--- src/axi_sram_pkg.sv ---
// AXI SRAM shared definitions
package axi_sram_pkg;

  // Bus widths
  localparam int ADDR_WIDTH = 32;
  localparam int DATA_WIDTH = 64;
  localparam int STRB_WIDTH = DATA_WIDTH / 8;
  localparam int ID_WIDTH   = 4;
  localparam int RESP_WIDTH = 2;

  // Memory geometry and address split
  localparam int IDX_WIDTH = 8;
  localparam int MEM_DEPTH = 1 << IDX_WIDTH;
  localparam int IDX_LSB   = 3;
  localparam int IDX_MSB   = IDX_LSB + IDX_WIDTH - 1;
  localparam int TAG_LSB   = IDX_MSB + 1;

  // AXI response codes
  localparam logic [RESP_WIDTH-1:0] RESP_OKAY   = 2'd0;
  localparam logic [RESP_WIDTH-1:0] RESP_SLVERR = 2'd2;

  // Channel FSM encodings
  localparam logic [1:0] WR_IDLE = 2'd0;
  localparam logic [1:0] WR_DATA = 2'd1;
  localparam logic [1:0] WR_RESP = 2'd2;
  localparam logic       RD_IDLE = 1'b0;
  localparam logic       RD_DATA = 1'b1;

  // Everything above the word index must be zero
  function automatic logic addr_in_range(input logic [ADDR_WIDTH-1:0] addr);
    return addr[ADDR_WIDTH-1:TAG_LSB] == '0;
  endfunction

  // Word index, byte offset dropped
  function automatic logic [IDX_WIDTH-1:0] addr_index(input logic [ADDR_WIDTH-1:0] addr);
    return addr[IDX_MSB:IDX_LSB];
  endfunction

endpackage

--- src/logic/axi_sram_write_ctrl.sv ---
// AXI write channel controller
`timescale 1ns/10ps

module axi_sram_write_ctrl (
  input  logic                                i_aclk,
  input  logic                                i_rst_n,

  // AW channel
  input  logic [axi_sram_pkg::ID_WIDTH-1:0]   i_awid,
  input  logic [axi_sram_pkg::ADDR_WIDTH-1:0] i_awaddr,
  input  logic                                i_awvalid,
  output logic                                o_awready,

  // W channel
  input  logic [axi_sram_pkg::DATA_WIDTH-1:0] i_wdata,
  input  logic [axi_sram_pkg::STRB_WIDTH-1:0] i_wstrb,
  input  logic                                i_wlast,
  input  logic                                i_wvalid,
  output logic                                o_wready,

  // B channel
  output logic [axi_sram_pkg::ID_WIDTH-1:0]   o_bid,
  output logic [axi_sram_pkg::RESP_WIDTH-1:0] o_bresp,
  output logic                                o_bvalid,
  input  logic                                i_bready,

  // Bank write port
  output logic                                o_mem_we,
  output logic [axi_sram_pkg::IDX_WIDTH-1:0]  o_mem_idx,
  output logic [axi_sram_pkg::DATA_WIDTH-1:0] o_mem_wdata,
  output logic [axi_sram_pkg::STRB_WIDTH-1:0] o_mem_wbe
);

  import axi_sram_pkg::*;

  logic [1:0]          state;
  logic                aw_fire;
  logic                w_fire;
  logic                b_fire;
  logic [ID_WIDTH-1:0] aw_id;
  logic [IDX_WIDTH-1:0] aw_idx;
  logic                aw_ok;

  assign aw_fire = i_awvalid & o_awready;
  assign w_fire  = i_wvalid & o_wready;
  assign b_fire  = o_bvalid & i_bready;

  // ------------------------------------------------
  // IDLE -> DATA -> RESP
  // ------------------------------------------------
  // Single beat only, so i_wlast carries no extra information
  always_ff @(posedge i_aclk) begin
    if (!i_rst_n) begin
      state <= WR_IDLE;
    end else begin
      case (state)
        WR_IDLE: begin
          if (aw_fire) begin
            state <= WR_DATA;
          end
        end
        WR_DATA: begin
          if (w_fire) begin
            state <= WR_RESP;
          end
        end
        WR_RESP: begin
          if (b_fire) begin
            state <= WR_IDLE;
          end
        end
        default: state <= WR_IDLE;
      endcase
    end
  end

  // Address phase capture
  always_ff @(posedge i_aclk) begin
    if (aw_fire) begin
      aw_id  <= i_awid;
      aw_idx <= addr_index(i_awaddr);
      aw_ok  <= addr_in_range(i_awaddr);
    end
  end

  assign o_awready = (state == WR_IDLE);
  assign o_wready  = (state == WR_DATA);
  assign o_bvalid  = (state == WR_RESP);

  // Out-of-range writes are dropped here
  assign o_mem_we    = w_fire & aw_ok;
  assign o_mem_idx   = aw_idx;
  assign o_mem_wdata = i_wdata;
  assign o_mem_wbe   = i_wstrb;

  assign o_bid   = aw_id;
  assign o_bresp = aw_ok ? RESP_OKAY : RESP_SLVERR;

endmodule

--- config.mk ---
export PLATFORM = sky130hd
export DESIGN_NAME = axi_sram_write_ctrl
export DESIGN_NICKNAME = d
export VERILOG_FILES = /design/src/axi_sram_pkg.sv /design/src/logic/axi_sram_write_ctrl.sv
export SDC_FILE = /design/constraint.sdc
export NUM_CORES = 1
export LEC_CHECK = 0
export BUFFER_PORTS_ARGS = -buffer_cell sky130_fd_sc_hd__buf_2
export CORE_ASPECT_RATIO = 0.6
export CORE_MARGIN = 8
export CORE_UTILIZATION = 26
export CTS_CLUSTER_DIAMETER = 40
export DETAILED_ROUTE_END_ITERATION = 7
export PLACE_DENSITY = 0.87
export SYNTH_ARGS = -nofsm -noshare
export SYNTH_HDL_FRONTEND = slang
export SYNTH_SLANG_ARGS = --single-unit
--- constraint.sdc ---
create_clock -name i_aclk -period 1.4 [get_ports i_aclk]
set_input_delay 0.35 -clock i_aclk [delete_from_list [all_inputs] [get_ports i_aclk]]
set_output_delay 0.35 -clock i_aclk [all_outputs]
set_load 0.03 [all_outputs]
[Word-level counts from Yosys, hierarchy flattened]
Index checks and enable logic that the tools add are counted.
Widths: inputs -> output; s select.
Word-level totals
  output and inout bits: 90
  register bits after elaboration: 15
  logic and storage cells: 21
Operators by class
  multiplexer cells: 5
  bitwise gates (word level): 4
  reduce and logical (&&, ||, !) cells: 3
  equality and inequality tests: 5
Operators with widths (count)
  $logic_not 21->1: 1
  $mux 2: 4
  $ne 2x1->1 const B: 3
  $pmux 2 s3: 1
  $and 1x1->1: 4
  $reduce_and 3->1: 1
  $eq 2x1->1 const B: 1
  $eq 2x2->1 const B: 1
  $logic_not 2->1: 1

[Logic depth before layout (Yosys ltp)]
  depth after elaboration: 4
  mapped depth: 3

[Least setup slack after synthesis]
OpenSTA, ideal clock, no wires.
  kind: register to output
  from: register state[0]
  to: output port o_mem_we
  buffers on the path: 0
  cell stages (with the launch flop): 3
  data required time: 1.050 ns
  arrival: 1.312 ns
  path slack: -0.262 ns
  cell sequence: dfxtp_1 -> nor2b_1 -> and3_1
On the way
  longest elaborated chain between the ends: 3
RTL lines
  from (decl): line axi_sram_write_ctrl.sv:36  | logic [1:0] state;
  from (signal assigned): line axi_sram_write_ctrl.sv:54  | state <= WR_IDLE;
  from (signal assigned): line axi_sram_write_ctrl.sv:59  | state <= WR_DATA;
  from (signal assigned): line axi_sram_write_ctrl.sv:64  | state <= WR_RESP;
  $eq 2x1->1: line axi_sram_write_ctrl.sv:87  | assign o_wready = (state == WR_DATA);
  named net o_wready: line axi_sram_write_ctrl.sv:19  | output logic o_wready,
  $and 1x1->1: line axi_sram_write_ctrl.sv:45  | assign w_fire = i_wvalid & o_wready;
  $and 1x1->1: line axi_sram_write_ctrl.sv:91  | assign o_mem_we = w_fire & aw_ok;
  to (decl): line axi_sram_write_ctrl.sv:28  | output logic o_mem_we,
The timed path passes the listed nets, and every way through them passes these cells.

[Worst setup path after layout]
  from: register state[0]
  to: output port o_mem_we
On the way
  longest elaborated chain between the ends: 3
RTL lines (line)
  $eq 2x1->1: axi_sram_write_ctrl.sv:87
  $and 1x1->1: axi_sram_write_ctrl.sv:45
  $and 1x1->1: axi_sram_write_ctrl.sv:91
Every way passes these cells.

==> results.md <==
- Status: complete, but fails checks
- Failing checks: negative setup slack
- CTS tree: built
- Drt first pass iters: 3
- WP data arrival: 1.07 ns
- Final setup fails: 1
- Fmax: 707 MHz
- Yosys Warn Count: 0
- Biggest area consumer among synthesized cells: buf_4
- Setup Skew: 0.00228 ns
- TritonCTS Buffers: 3
- DRT antenna net count: 0
- Die Wd: 100 um
- Hold WC Path Type: input pin to flop
- Fin nets: 209
- Kind of critical path: flop to output pin
- Crit path time final: 1.42 ns
- Worst Setup End Kind: output pin
- RSZ-0062 raised after global routing: true
- Syn_nets: 222
- Core Area: 4100 sq um
- First-pass GRT wire length: 3.47 mm
- MaxCap Viol Count: 0
- Gate Count Post-Synth: 108
- Area Growth Syn to Fin: -11.1%
- Number of hold violations in the final report: 0
- Setup TNS: -0.0153 ns
- Worst EP required: 1.05 ns
- DR iter-0 viols: 5
- Clock Root Buffer: clkbuf_8
- Register area share after synthesis: 0.389
- Worst path slowest cell: dfxtp_4
- Share of the synthesized area in the top cell type: 0.495
- FP Rows: 18
- Yosys reg bits: 15
- Via density: 3.97
- Clock edge transition at the registers on the reported setup and hold paths: 0.06 ns
- Avg Cell Area, Syn: 10.3 sq um
- Fin util: 0.240
- Residual DRC: 0
- CTS max path bufs: 2
- Hold Buf Count CTS: 0
- Maximum VDD drop: 0.255 mV
- Vias in the first global route: 622
- Antenna violations before repair: 0
- Leak: 0.435 nW
- Post-Route WL: 2.59 mm
- Share of layout cells above drive strength 1: 0.702
- Top post-synthesis cells by area: buf_4 49%, edfxtp_1 35%, dfxtp_1 3.6%, nor2b_1 1.7%, nor4_1 1.7%
- Final setup margin: -0.0153 ns
- Pin count of the biggest net entering global routing: 14
- Total GRT Usage: 0.0699
- Wire length per cell: 16.8 um
- Total gr overflow: 0
- CP Buf/Inv Count: 1
- Crit-path max cell delay: 0.36 ns
- Initial core utilization: 0.270
- I/O pin count: 204
- Startpoint Class: flop
- Max Slew Vio Count: 0
- Vias: 612
- CP cell instances: nor2b_4 -> and3_4 -> buf_6
- PwrDens: 1070 nW/um^2
- Netlist cell types: 17
- Ant. Diodes: 0
- # clock sinks: 15
- Most frequent cells in the layout: 53 x buf_2, 13 x edfxtp_1, 3 x inv_1, 3 x nor4_1, 3 x clkbuf_8
- Delay-heaviest family, CP: flip-flops
- Period utilization: 1.01
- Most common cell after layout, fill and taps aside: buf_2
- Synth Cell Area: 1110 sq um
- CP Max Fanout: 4
- Die area: 6670 sq um
- H-Tree Depth: 1
- Die Ht: 66.6 um
- Clk Latency, worst-skew pair: 0.24 ns
- Port bufs: 54
- GP Congestion: 0.715
[area by class of cell]
| class | count | area (sq um) |
|---|---|---|
| Tap cell | 60 | 75.1 |
| Sequential cell | 15 | 435 |
| Clock buffer | 4 | 45.0 |
| Timing Repair Buffer | 55 | 284 |
| Inverter | 3 | 11.3 |
| Fill cell | 443 | 3110 |
| Multi-Input combinational cell | 17 | 134 |
[flip-flops by register name, indices dropped and copies added, names as in the netlist]
name       flops
aw_ok          1
o_bid          4
o_mem_idx      8
state          2
[path summary, 6_finish.rpt]
check / startpoint / end / slack, ns / cells after the start
setup / recovery: state[0] / o_mem_we / -0.02 / 3
hold / removal: i_awid[2] / o_bid[2] / 0.28 / 1
setup reg to reg: state[0] / o_bid[3] / 0.27 / 2
hold reg to reg: state[1] / state[0] / 0.48 / 1
[stage by stage]
stage / instance area, sq um / hold WS [ns] / std cells / setup slack [ns] / power (mW)
floorplan: 1120 / 0.449 / 108 / 0.0318 / 1.02
global placement: 916 / 0.527 / 149 / 0.0109 / 0.719
detailed placement: 916 / 0.529 / 149 / -0.00360 / 0.725
CTS: 970 / 0.274 / 153 / -0.0389 / 1.07
global route: 985 / 0.268 / 154 / -0.0582 / 1.11
finish: 985 / 0.283 / 154 / -0.0153 / 1.05
[cells by family after synthesis]
family,synth area share
AO/OA/AOI/OAI,0.00678
flip-flops,0.389
multiplexers,0.00904
buffers and inverters,0.505
other,0.00339
AND/OR/NAND/NOR,0.0870
[where the power goes]
| group | internal [mW] | switching [mW] |
|---|---|---|
| combinational | 0.0741 | 0.114 |
| clock | 0.201 | 0.135 |
| sequential | 0.520 | 0.0104 |
| total | 0.795 | 0.260 |
[cell usage after synthesis]
library cell / number
nor4_1: 3
nor3b_1: 1
and3_1: 1
or4_4: 1
nand4_1: 1
dfxtp_1: 2
nor2b_1: 3
inv_1: 3
buf_4: 73
a22oi_1: 1
mux2i_1: 1
nor4_2: 1
conb_1: 1
and2_1: 1
edfxtp_1: 13
nor3_1: 1
nor2_1: 1
[repair_timing]
item	CTS	global route
setup endpoints to repair	2	2
resized for setup	4	2
pin swaps	0	1
hold endpoints to repair	0	0
buffers inserted	0	1
[layer usage]
metal  track usage  wire [um]  vias up
met5        0.0385          0        -
met4        0.0561        108        0
met3        0.0884        677       20
met2        0.0835       1030       90
met1        0.0561        781      254
li1              -          -      248
No activity file was read; power rests on OpenSTA's default activity.
