--- src/axi_sram_pkg.sv ---
// AXI SRAM shared definitions
package axi_sram_pkg;

  // Bus widths
  localparam int ADDR_WIDTH = 32;
  localparam int DATA_WIDTH = 64;
  localparam int STRB_WIDTH = DATA_WIDTH / 8;
  localparam int ID_WIDTH   = 4;
  localparam int RESP_WIDTH = 2;

  // Memory geometry and address split
  localparam int IDX_WIDTH = 8;
  localparam int MEM_DEPTH = 1 << IDX_WIDTH;
  localparam int IDX_LSB   = 3;
  localparam int IDX_MSB   = IDX_LSB + IDX_WIDTH - 1;
  localparam int TAG_LSB   = IDX_MSB + 1;

  // AXI response codes
  localparam logic [RESP_WIDTH-1:0] RESP_OKAY   = 2'd0;
  localparam logic [RESP_WIDTH-1:0] RESP_SLVERR = 2'd2;

  // Channel FSM encodings
  localparam logic [1:0] WR_IDLE = 2'd0;
  localparam logic [1:0] WR_DATA = 2'd1;
  localparam logic [1:0] WR_RESP = 2'd2;
  localparam logic       RD_IDLE = 1'b0;
  localparam logic       RD_DATA = 1'b1;

  // Everything above the word index must be zero
  function automatic logic addr_in_range(input logic [ADDR_WIDTH-1:0] addr);
    return addr[ADDR_WIDTH-1:TAG_LSB] == '0;
  endfunction

  // Word index, byte offset dropped
  function automatic logic [IDX_WIDTH-1:0] addr_index(input logic [ADDR_WIDTH-1:0] addr);
    return addr[IDX_MSB:IDX_LSB];
  endfunction

endpackage

--- src/logic/axi_sram_read_ctrl.sv ---
// AXI read channel controller
`timescale 1ns/10ps

module axi_sram_read_ctrl (
  input  logic                                i_aclk,
  input  logic                                i_rst_n,

  // AR channel
  input  logic [axi_sram_pkg::ID_WIDTH-1:0]   i_arid,
  input  logic [axi_sram_pkg::ADDR_WIDTH-1:0] i_araddr,
  input  logic                                i_arvalid,
  output logic                                o_arready,

  // R channel
  output logic [axi_sram_pkg::ID_WIDTH-1:0]   o_rid,
  output logic [axi_sram_pkg::DATA_WIDTH-1:0] o_rdata,
  output logic [axi_sram_pkg::RESP_WIDTH-1:0] o_rresp,
  output logic                                o_rlast,
  output logic                                o_rvalid,
  input  logic                                i_rready,

  // Bank read port
  output logic                                o_mem_re,
  output logic [axi_sram_pkg::IDX_WIDTH-1:0]  o_mem_idx,
  input  logic [axi_sram_pkg::DATA_WIDTH-1:0] i_mem_rdata
);

  import axi_sram_pkg::*;

  logic                state;
  logic                ar_fire;
  logic                r_fire;
  logic [ID_WIDTH-1:0] ar_id;
  logic                ar_ok;

  assign ar_fire = i_arvalid & o_arready;
  assign r_fire  = o_rvalid & i_rready;

  // ------------------------------------------------
  // IDLE -> DATA
  // ------------------------------------------------
  always_ff @(posedge i_aclk) begin
    if (!i_rst_n) begin
      state <= RD_IDLE;
    end else begin
      case (state)
        RD_IDLE: begin
          if (ar_fire) begin
            state <= RD_DATA;
          end
        end
        RD_DATA: begin
          if (r_fire) begin
            state <= RD_IDLE;
          end
        end
        default: state <= RD_IDLE;
      endcase
    end
  end

  always_ff @(posedge i_aclk) begin
    if (ar_fire) begin
      ar_id <= i_arid;
      ar_ok <= addr_in_range(i_araddr);
    end
  end

  assign o_arready = (state == RD_IDLE);
  assign o_rvalid  = (state == RD_DATA);

  // Bank word lands together with o_rvalid
  assign o_mem_re  = ar_fire;
  assign o_mem_idx = addr_index(i_araddr);

  assign o_rid   = ar_id;
  assign o_rdata = ar_ok ? i_mem_rdata : '0;
  assign o_rresp = ar_ok ? RESP_OKAY : RESP_SLVERR;
  assign o_rlast = 1'b1;

endmodule

--- config.mk ---
export PLATFORM = sky130hd
export DESIGN_NAME = axi_sram_read_ctrl
export DESIGN_NICKNAME = d
export VERILOG_FILES = /design/src/axi_sram_pkg.sv /design/src/logic/axi_sram_read_ctrl.sv
export SDC_FILE = /design/constraint.sdc
export NUM_CORES = 1
export LEC_CHECK = 0
export BUFFER_PORTS_ARGS = -buffer_cell sky130_fd_sc_hd__buf_2
export CORE_AREA = 2 2 73 75
export CTS_CLUSTER_SIZE = 10
export DETAILED_ROUTE_END_ITERATION = 16
export DIE_AREA = 0 0 75 77
export GPL_TIMING_DRIVEN = 0
export PLACE_DENSITY = 0.67
export REMOVE_ABC_BUFFERS = 1
export SLEW_MARGIN = 20
export SYNTH_ARGS = -nofsm -noshare
export SYNTH_HDL_FRONTEND = slang
export SYNTH_SLANG_ARGS = --single-unit
--- constraint.sdc ---
create_clock -name i_aclk -period 1.7 [get_ports i_aclk]
set_input_delay 0.17 -clock i_aclk [delete_from_list [all_inputs] [get_ports i_aclk]]
set_output_delay 0.17 -clock i_aclk [all_outputs]
set_load 0.01 [all_outputs]
# Word level (Yosys, flattened, before mapping)
# Cells that the tools add are included.
[totals]
output_inout_bits = 82
wordCells = 12
in_bits = 104
register_bits = 6
[classes]
n_mux = 5
bitwise_logic = 3
n_reduce_logical = 1
[op_table]
columns = ["cell", "count"]
rows = [
  ["64-bit two-way mux", 1],
  ["21-bit logical NOT", 1],
  ["1-bit bitwise AND", 2],
  ["1-bit two-way mux", 2],
  ["2-bit two-way mux", 1],
  ["1-bit one-hot mux with 2 select lines", 1],
  ["1-bit inverter", 1],
]

# Depth between registers and ports, before layout
# Gate-level depths: netlist (run 1).
[logic_depth]
ltp_word = 4
depth_mapped = 3
mapped_depth_nobuf = 3

# Worst setup path before layout (run 1)
# Ideal clock, no wire load.
[synth_path]
path_kind = "register to register"
start = "register state, in the netlist o_rvalid"
end = "register ar_ok, enable pin"
t_arrival_ps = 768
path_buffers = 0
slack_ps = 559
setup_ps = 373
path_stages_with_launch = 2
period_less_slack_ps = 1141
t_required_ps = 1327
cell_sequence = "dfxtp_1 -> nor2b_1"
[synth_via]
elab_chain_len = 2
[synth_lines]
columns = ["element", "line_no", "rtl"]
rows = [
  ["start, declared", "axi_sram_read_ctrl.sv:30", "logic state;"],
  ["start signal, assigned", "axi_sram_read_ctrl.sv:44", "state <= RD_IDLE;"],
  ["start signal, assigned", "axi_sram_read_ctrl.sv:49", "state <= RD_DATA;"],
  ["start signal, assigned", "axi_sram_read_ctrl.sv:54", "state <= RD_IDLE;"],
  ["1-bit inverter", "n/a", ""],
  ["1-bit bitwise AND", "axi_sram_read_ctrl.sv:36", "assign ar_fire = i_arvalid & o_arready;"],
  ["net o_mem_re", "axi_sram_read_ctrl.sv:23", "output logic o_mem_re,"],
  ["end signal, assigned", "axi_sram_read_ctrl.sv:65", "ar_ok <= addr_in_range(i_araddr);"],
  ["end, declared", "axi_sram_read_ctrl.sv:34", "logic ar_ok;"],
]
# The timed path passes the listed nets, and every way through them passes these cells.
# A chain may end at the register's enable or synchronous reset.

# Worst setup path in the final report (run 1)
[layout_path]
start = "register ar_ok"
end = "output port o_rdata[17] (netlist bit)"
[layout_via]
elab_chain_len = 1
[layout_lines]
columns = ["element", "line_no", "rtl"]
rows = [
  ["64-bit two-way mux", "axi_sram_read_ctrl.sv:77", "assign o_rdata = ar_ok ? i_mem_rdata : '0;"],
  ["end, declared", "axi_sram_read_ctrl.sv:16", "output logic [axi_sram_pkg::DATA_WIDTH-1:0] o_rdata,"],
]
# Every way passes these cells.

==> impl_metrics.yaml, run 1 <==
placement:
  dpl_worst_slack_ns: 0.145
  port_buffers: 164
  globalplace.congestion: 0.706
  place_inst: 319
  place_area_mm2: 0.00160
  hpwlAfterDp_um: 2640
drt:
  drt-pass1-iter-count: 2
  drt-total-wl_um: 3110
  wire_per_inst_um: 9.57
  route.detailed.drc: 0
  routed-via-count: 1230
  avgViaCountPerCell: 3.78
  route.antenna.remaining_nets: 0
  dr.first_iter.drc_count: 5
pwr:
  power_leakage_nw: 1.02
  switching_power_uw: 201
  switching_share_pct: 28.4
  power_uw: 706
  peakVddDrop_uv: 360
  power.density_mw_per_mm2: 426
  clkPwrFrac_pct: 31.9
  p_int_uw: 505
  pwr-share-seq_pct: 25.0
  p_comb_share_pct: 43.1
global_routing:
  grt-ovfl-total: 0
  grt_pass1_vias: 1047
  track_usage_pct: 9.29
  antenna_found_initial: 0
  grt_max_degree: 33
  grt_pass1_wl_um: 4230
sta:
  hold_viol_final: 0
  setup_tns_ns: 0
  setup_slack_ns: 0.317
  period_minus_slack_ns: 1.38
  skew_ns: 0.000387
  rsz0062_at_grt: "no"
  hold_slack_ns: 0.120
  max_freq_mhz: 723
  final_max_slew_viol_count: 0
  finalCritPeriodShare_pct: 81.3
  setup_violations: 0
worst_setup_path:
  rr_endpoint: "o_rid[0]"
  worst-path-max-fanout: 16
  reg2reg_setup_slack_ns: 0.60
  start_kind: "flip-flop"
  r2r-start: "o_rvalid"
  critical_path_class: "flip-flop to primary output"
  crit_required_ns: 1.53
  rr_worst_depth: 1
  crit_path_end_kind: "primary output"
  cp.arrival_ns: 1.21
yosys:
  synth_area_um2: 761
  synth_common_cells: "and2_1 (64), buf_4 (10), clkbuf_1 (7)"
  yosys_most_used_dff: "edfxtp_1"
  synth.area.top_cells: "and2_1 (53%), edfxtp_1 (20%), buf_4 (9.9%), clkbuf_1 (3.5%), dfxtp_1 (2.6%)"
  synth-seq-cells: 6
  ys_types: 15
  yosysTopAreaCell: "and2_1"
  synth_top_area_share_pct: 52.6
  synth.most_common_cell: "and2_1"
  synth_warnings: 0
  syn-mean-instance-area_um2: 7.53
  synth-seq-area-share_pct: 22.4
  synthCells: 101
  ys_async_sr_fraction_pct: 0
  synth_edf_count: 5
outcome:
  status: "finished, final reports clean"
floorplan:
  row_count: 26
  coreArea_mm2: 0.00498
  pin_count: 186
  start_util_pct: 15.3
  die_y_um: 77
  dieArea_mm2: 0.00578
  die_w_um: 75
finish:
  layout-drive-gt1-share_pct: 67.5
  diodes: 0
  area_growth_syn_to_layout_pct: 118
  postLayoutCellArea_mm2: 0.00166
  nNetsFinal: 360
  stdcell_count: 325
  post-route-util_pct: 33.3
worst_hold_path:
  whs_endpoint: "o_rid[1]"
  whs_path_depth: 1
  holdCritStartpoint: "i_arid[1]"
  hold_path_class: "input port to flip-flop"
clock_network:
  cts_buffers: 3
  cts.path.max_buffers: 2
  path_clk_slew_ns: 0.04
  cts.sinks: 6
  cts-root-buf: "clkbuf_8"
  cts_hold_buf: 0
  h-tree-depth: 1
  clk_latency_ns: 0.22
  cts_tree: "yes"
run:
  cap_violations: 0
-- worst max-delay path by stage --
stage | startpoint | to | slack (ns) | cells after the start
after floorplan | ar_ok | o_rdata[0] | 0.36 | 1
after global placement | ar_ok | o_rdata[13] | -0.11 | 2
after detailed placement | ar_ok | o_rdata[5] | 0.14 | 3
after CTS | ar_ok | o_rdata[60] | 0.04 | 3
after global routing | ar_ok | o_rdata[13] | 0.26 | 3
final | ar_ok | o_rdata[17] | 0.32 | 3
-- routing by layer --
layer	vias to the layer above	global-route usage (%)	part of all wire (%)
met1	501	7.69	31
met5	-	0	0
li1	608	-	-
met4	0	4.64	1.1
met3	4	2.37	15
met2	117	18.8	53
-- layout by cell type, fill, tap and decap left out --
master    count
buf_2       164
nand2_1       1
o211a_1       1
clkbuf_8      3
and2_1       64
nor3_1        1
dfxtp_1       1
nor4_2        1
clkbuf_1      1
nor4_1        3
nor2b_1       1
nand4_1       1
buf_6         1
inv_1         2
buf_4         1
conb_1        2
buf_16        1
or4_4         1
edfxtp_1      5
-- final cells by class --
class                   instances  area (um2)
fillers                       532        3320
repair buffers                167         867
multi-input cells              76         482
flip-flops and latches          6         170
well taps                      70        87.6
clock buffers                   4        45.0
inverters                       2        7.51
-- critical path, stage by stage, from the launching register on --
cell,delay [ns]
edfxtp_1,0.47
buf_4,0.23
and2_1,0.15
buf_2,0.13
-- state kept, by name, indices dropped and copies added, names as in the netlist --
signal and cells:
o_rid 4, ar_ok 1, o_rvalid 1
-- power groups by stage --
stage               logic [mW]  clock network, mW  registers, mW
floorplan                0.102                  0          0.189
global placement         0.279                  0          0.190
detailed placement       0.296                  0          0.186
CTS                      0.303              0.235          0.181
global route             0.338              0.242          0.178
finish                   0.304              0.225          0.177
-- repair_timing --
action / 4_1_cts / 5_1_grt
setup buffers: 1 / 1
setup endpoints to repair: 35 / 10
gates resized for setup: 1 / 0
-- logic make-up after synthesis --
group	count (synthesis)	share of synthesized area, %
compound gates	1	1.32
buf+inv	19	14.3
flops	6	22.4
other cells	2	0.987
simple gates	73	61.0
No activity file was read; power rests on OpenSTA's default activity.
==> run 2: changes to the inputs <==
--- a/config.mk
+++ b/config.mk
@@ -11,7 +11,7 @@
 export DETAILED_ROUTE_END_ITERATION = 16
 export DIE_AREA = 0 0 75 77
 export GPL_TIMING_DRIVEN = 0
-export PLACE_DENSITY = 0.67
+export PLACE_DENSITY = 0.69
 export REMOVE_ABC_BUFFERS = 1
 export SLEW_MARGIN = 20
 export SYNTH_ARGS = -nofsm -noshare
==> constraint.sdc (replaced) <==
create_clock -name i_aclk -period 1.2 [get_ports i_aclk]
set_input_delay 0.12 -clock i_aclk [delete_from_list [all_inputs] [get_ports i_aclk]]
set_output_delay 0.12 -clock i_aclk [all_outputs]
set_load 0.01 [all_outputs]
==> run 2 against run 1 <==
Against the previous run:
- the run now ends with setup timing left
- worst hold slack got worse by 0.047 ns
- design area increased by 18%
- sequential share of layout area decreased by 1.6 points
- clock-buffer cell count unchanged
- utilization increased by 6.1 points
- final cell count increased by 0.92%
- non-clock buffer count increased by 3
- register-to-register slack got worse by 0.27 ns
- critical path depth increased by 1
- clock skew increased by 0.0025 ns
- die area unchanged
- critical endpoint is now o_rdata[16]
==> impl_metrics.yaml, run 2 (synthesis results as in run 1) <==
finish:
  area_growth_syn_to_layout_pct: 158
  nNetsFinal: 363
  final_cell_mix: "buf_2 (139), and2_1 (37), and2_4 (27)"
  layout-drive-gt1-share_pct: 78.7
  largest_reg_flops: 4
  diodes: 0
  layout_commonest_cell: "buf_2"
global_routing:
  antenna_found_initial: 0
  grt-ovfl-total: 0
  track_usage_pct: 10.4
  grt_pass1_wl_um: 4700
  grt_max_degree: 18
  grt_pass1_vias: 1102
worst_setup_path:
  cp_slowest_cell: "edfxtp_1"
  cp.arrival_ns: 1.19
  critical_path_class: "flip-flop to primary output"
  crit_path_end_kind: "primary output"
  worst-path-max-fanout: 15
  crit_required_ns: 1.08
  cpPeakStageDelay_ns: 0.39
  start_kind: "flip-flop"
  reg2reg_setup_slack_ns: 0.33
  cp_cell_sequence: "buf_6 > buf_16 > and2_1 > buf_2"
placement:
  globalplace.congestion: 0.825
  hpwlAfterDp_um: 2720
  port_buffers: 164
pwr:
  p_comb_share_pct: 50.0
  pwr-share-seq_pct: 22.1
  p_int_uw: 815
  clkPwrFrac_pct: 27.9
  power_leakage_nw: 1.14
  power_mw: 1.13
  peakVddDrop_uv: 595
  switching_share_pct: 27.6
  power.density_mw_per_mm2: 574
  switching_power_uw: 311
drt:
  drt-pass1-iter-count: 4
  route.detailed.drc: 0
  routed-via-count: 1252
  wire_per_inst_um: 11.3
  avgViaCountPerCell: 3.82
  drt-total-wl_um: 3690
  dr.first_iter.drc_count: 12
  route.antenna.remaining_nets: 0
sta:
  max_freq_mhz: 761
  setup_slack_ns: -0.114
  finalCritPeriodShare_pct: 110
  final_max_slew_viol_count: 0
  period_minus_slack_ns: 1.31
  setup_tns_ns: -4.61
  setup_violations: 51
  skew_ns: 0.00292
  hold_viol_final: 0
  rsz0062_at_grt: "yes"
outcome:
  status: "complete, but fails checks"
  violations: "setup timing"
clock_network:
  clk_latency_ns: 0.22
  h-tree-depth: 1
  cts_hold_buf: 0
  cts_buffers: 3
  cts.path.max_buffers: 2
  cts_tree: "yes"
  cts-root-buf: "clkbuf_8"
  path_clk_slew_ns: 0.04
  cts.sinks: 6
floorplan:
  dieArea_mm2: 0.00578
  coreArea_mm2: 0.00498
  die_y_um: 77
  row_count: 26
  start_util_pct: 15.3
  die_w_um: 75
  pin_count: 186
run:
  cap_violations: 0
worst_hold_path:
  hold_path_class: "input port to flip-flop"
run 2: cell types whose count changed in the layout (fill, tap and decap cells not counted), moves of 25 or more:
cell,change
buf_2,-25
and2_4,+27
and2_1,-27
buf_6,+25
run 2: area by class of cell:
| class | instances | area, um2 |
|---|---|---|
| Inverter | 2 | 7.51 |
| Sequential cell | 6 | 170 |
| Clock buffer | 4 | 45.0 |
| Tap cell | 70 | 87.6 |
| Fill cell | 513 | 3010 |
| Timing Repair Buffer | 170 | 1100 |
| Multi-Input combinational cell | 76 | 557 |
run 2: per-layer routing:
| metal | GRT usage, % | wire length [um] | vias to the layer above |
|---|---|---|---|
| met5 | 0 | 0 | - |
| met4 | 2.14 | 0 | 0 |
| met3 | 3.94 | 607 | 0 |
| met2 | 21.1 | 1960 | 120 |
| met1 | 9.21 | 1120 | 518 |
| li1 | - | - | 614 |
run 2: power by group through the flow:
| stage | Sequential (mW) | Combinational [mW] | Clock [mW] |
|---|---|---|---|
| after floorplan | 0.268 | 0.145 | 0 |
| after detailed placement | 0.263 | 0.420 | 0 |
| after global routing | 0.251 | 0.612 | 0.338 |
| final | 0.249 | 0.563 | 0.314 |
| after CTS | 0.249 | 0.464 | 0.317 |
| after global placement | 0.269 | 0.396 | 0 |
run 2: stage by stage:
stage / util [%] / instances / area [um2] / setup WS (ns) / hold WS (ns)
2_1_floorplan: - / 84 / 659 / -0.0934 / 0.219
3_3_place_gp: 31.5 / 318 / 1570 / -0.554 / 0.240
3_5_place_dp: 32.1 / 319 / 1600 / -0.345 / 0.240
4_1_cts: 34.4 / 327 / 1710 / -0.123 / 0.0698
5_1_grt: 39.4 / 328 / 1960 / -0.172 / 0.0645
6_report: 39.4 / 328 / 1960 / -0.114 / 0.0733
run 2: what timing repair did:
item / 4_1_cts / 5_1_grt
endpoints found under the setup margin: 66 / 66
buffers inserted: 3 / 0
cloned: 1 / 1
resized for setup: 4 / 52
pin swaps: 0 / 1
run 2: worst max-delay path, delay by kind of cell, from the launching register on:
family | cells | cell delay [ns]
buf+inv | 3 | 0.45
flops | 1 | 0.39
simple gates | 1 | 0.14
run 2: path summary, 6_finish.rpt:
path                            startpoint          end  depth (start not counted)
worst min-delay path             i_arid[3]     o_rid[3]                          1
worst max register to register    o_rvalid        ar_ok                          1
worst max-delay path                 ar_ok  o_rdata[16]                          4
worst min register to register    o_rvalid     o_rvalid                          2
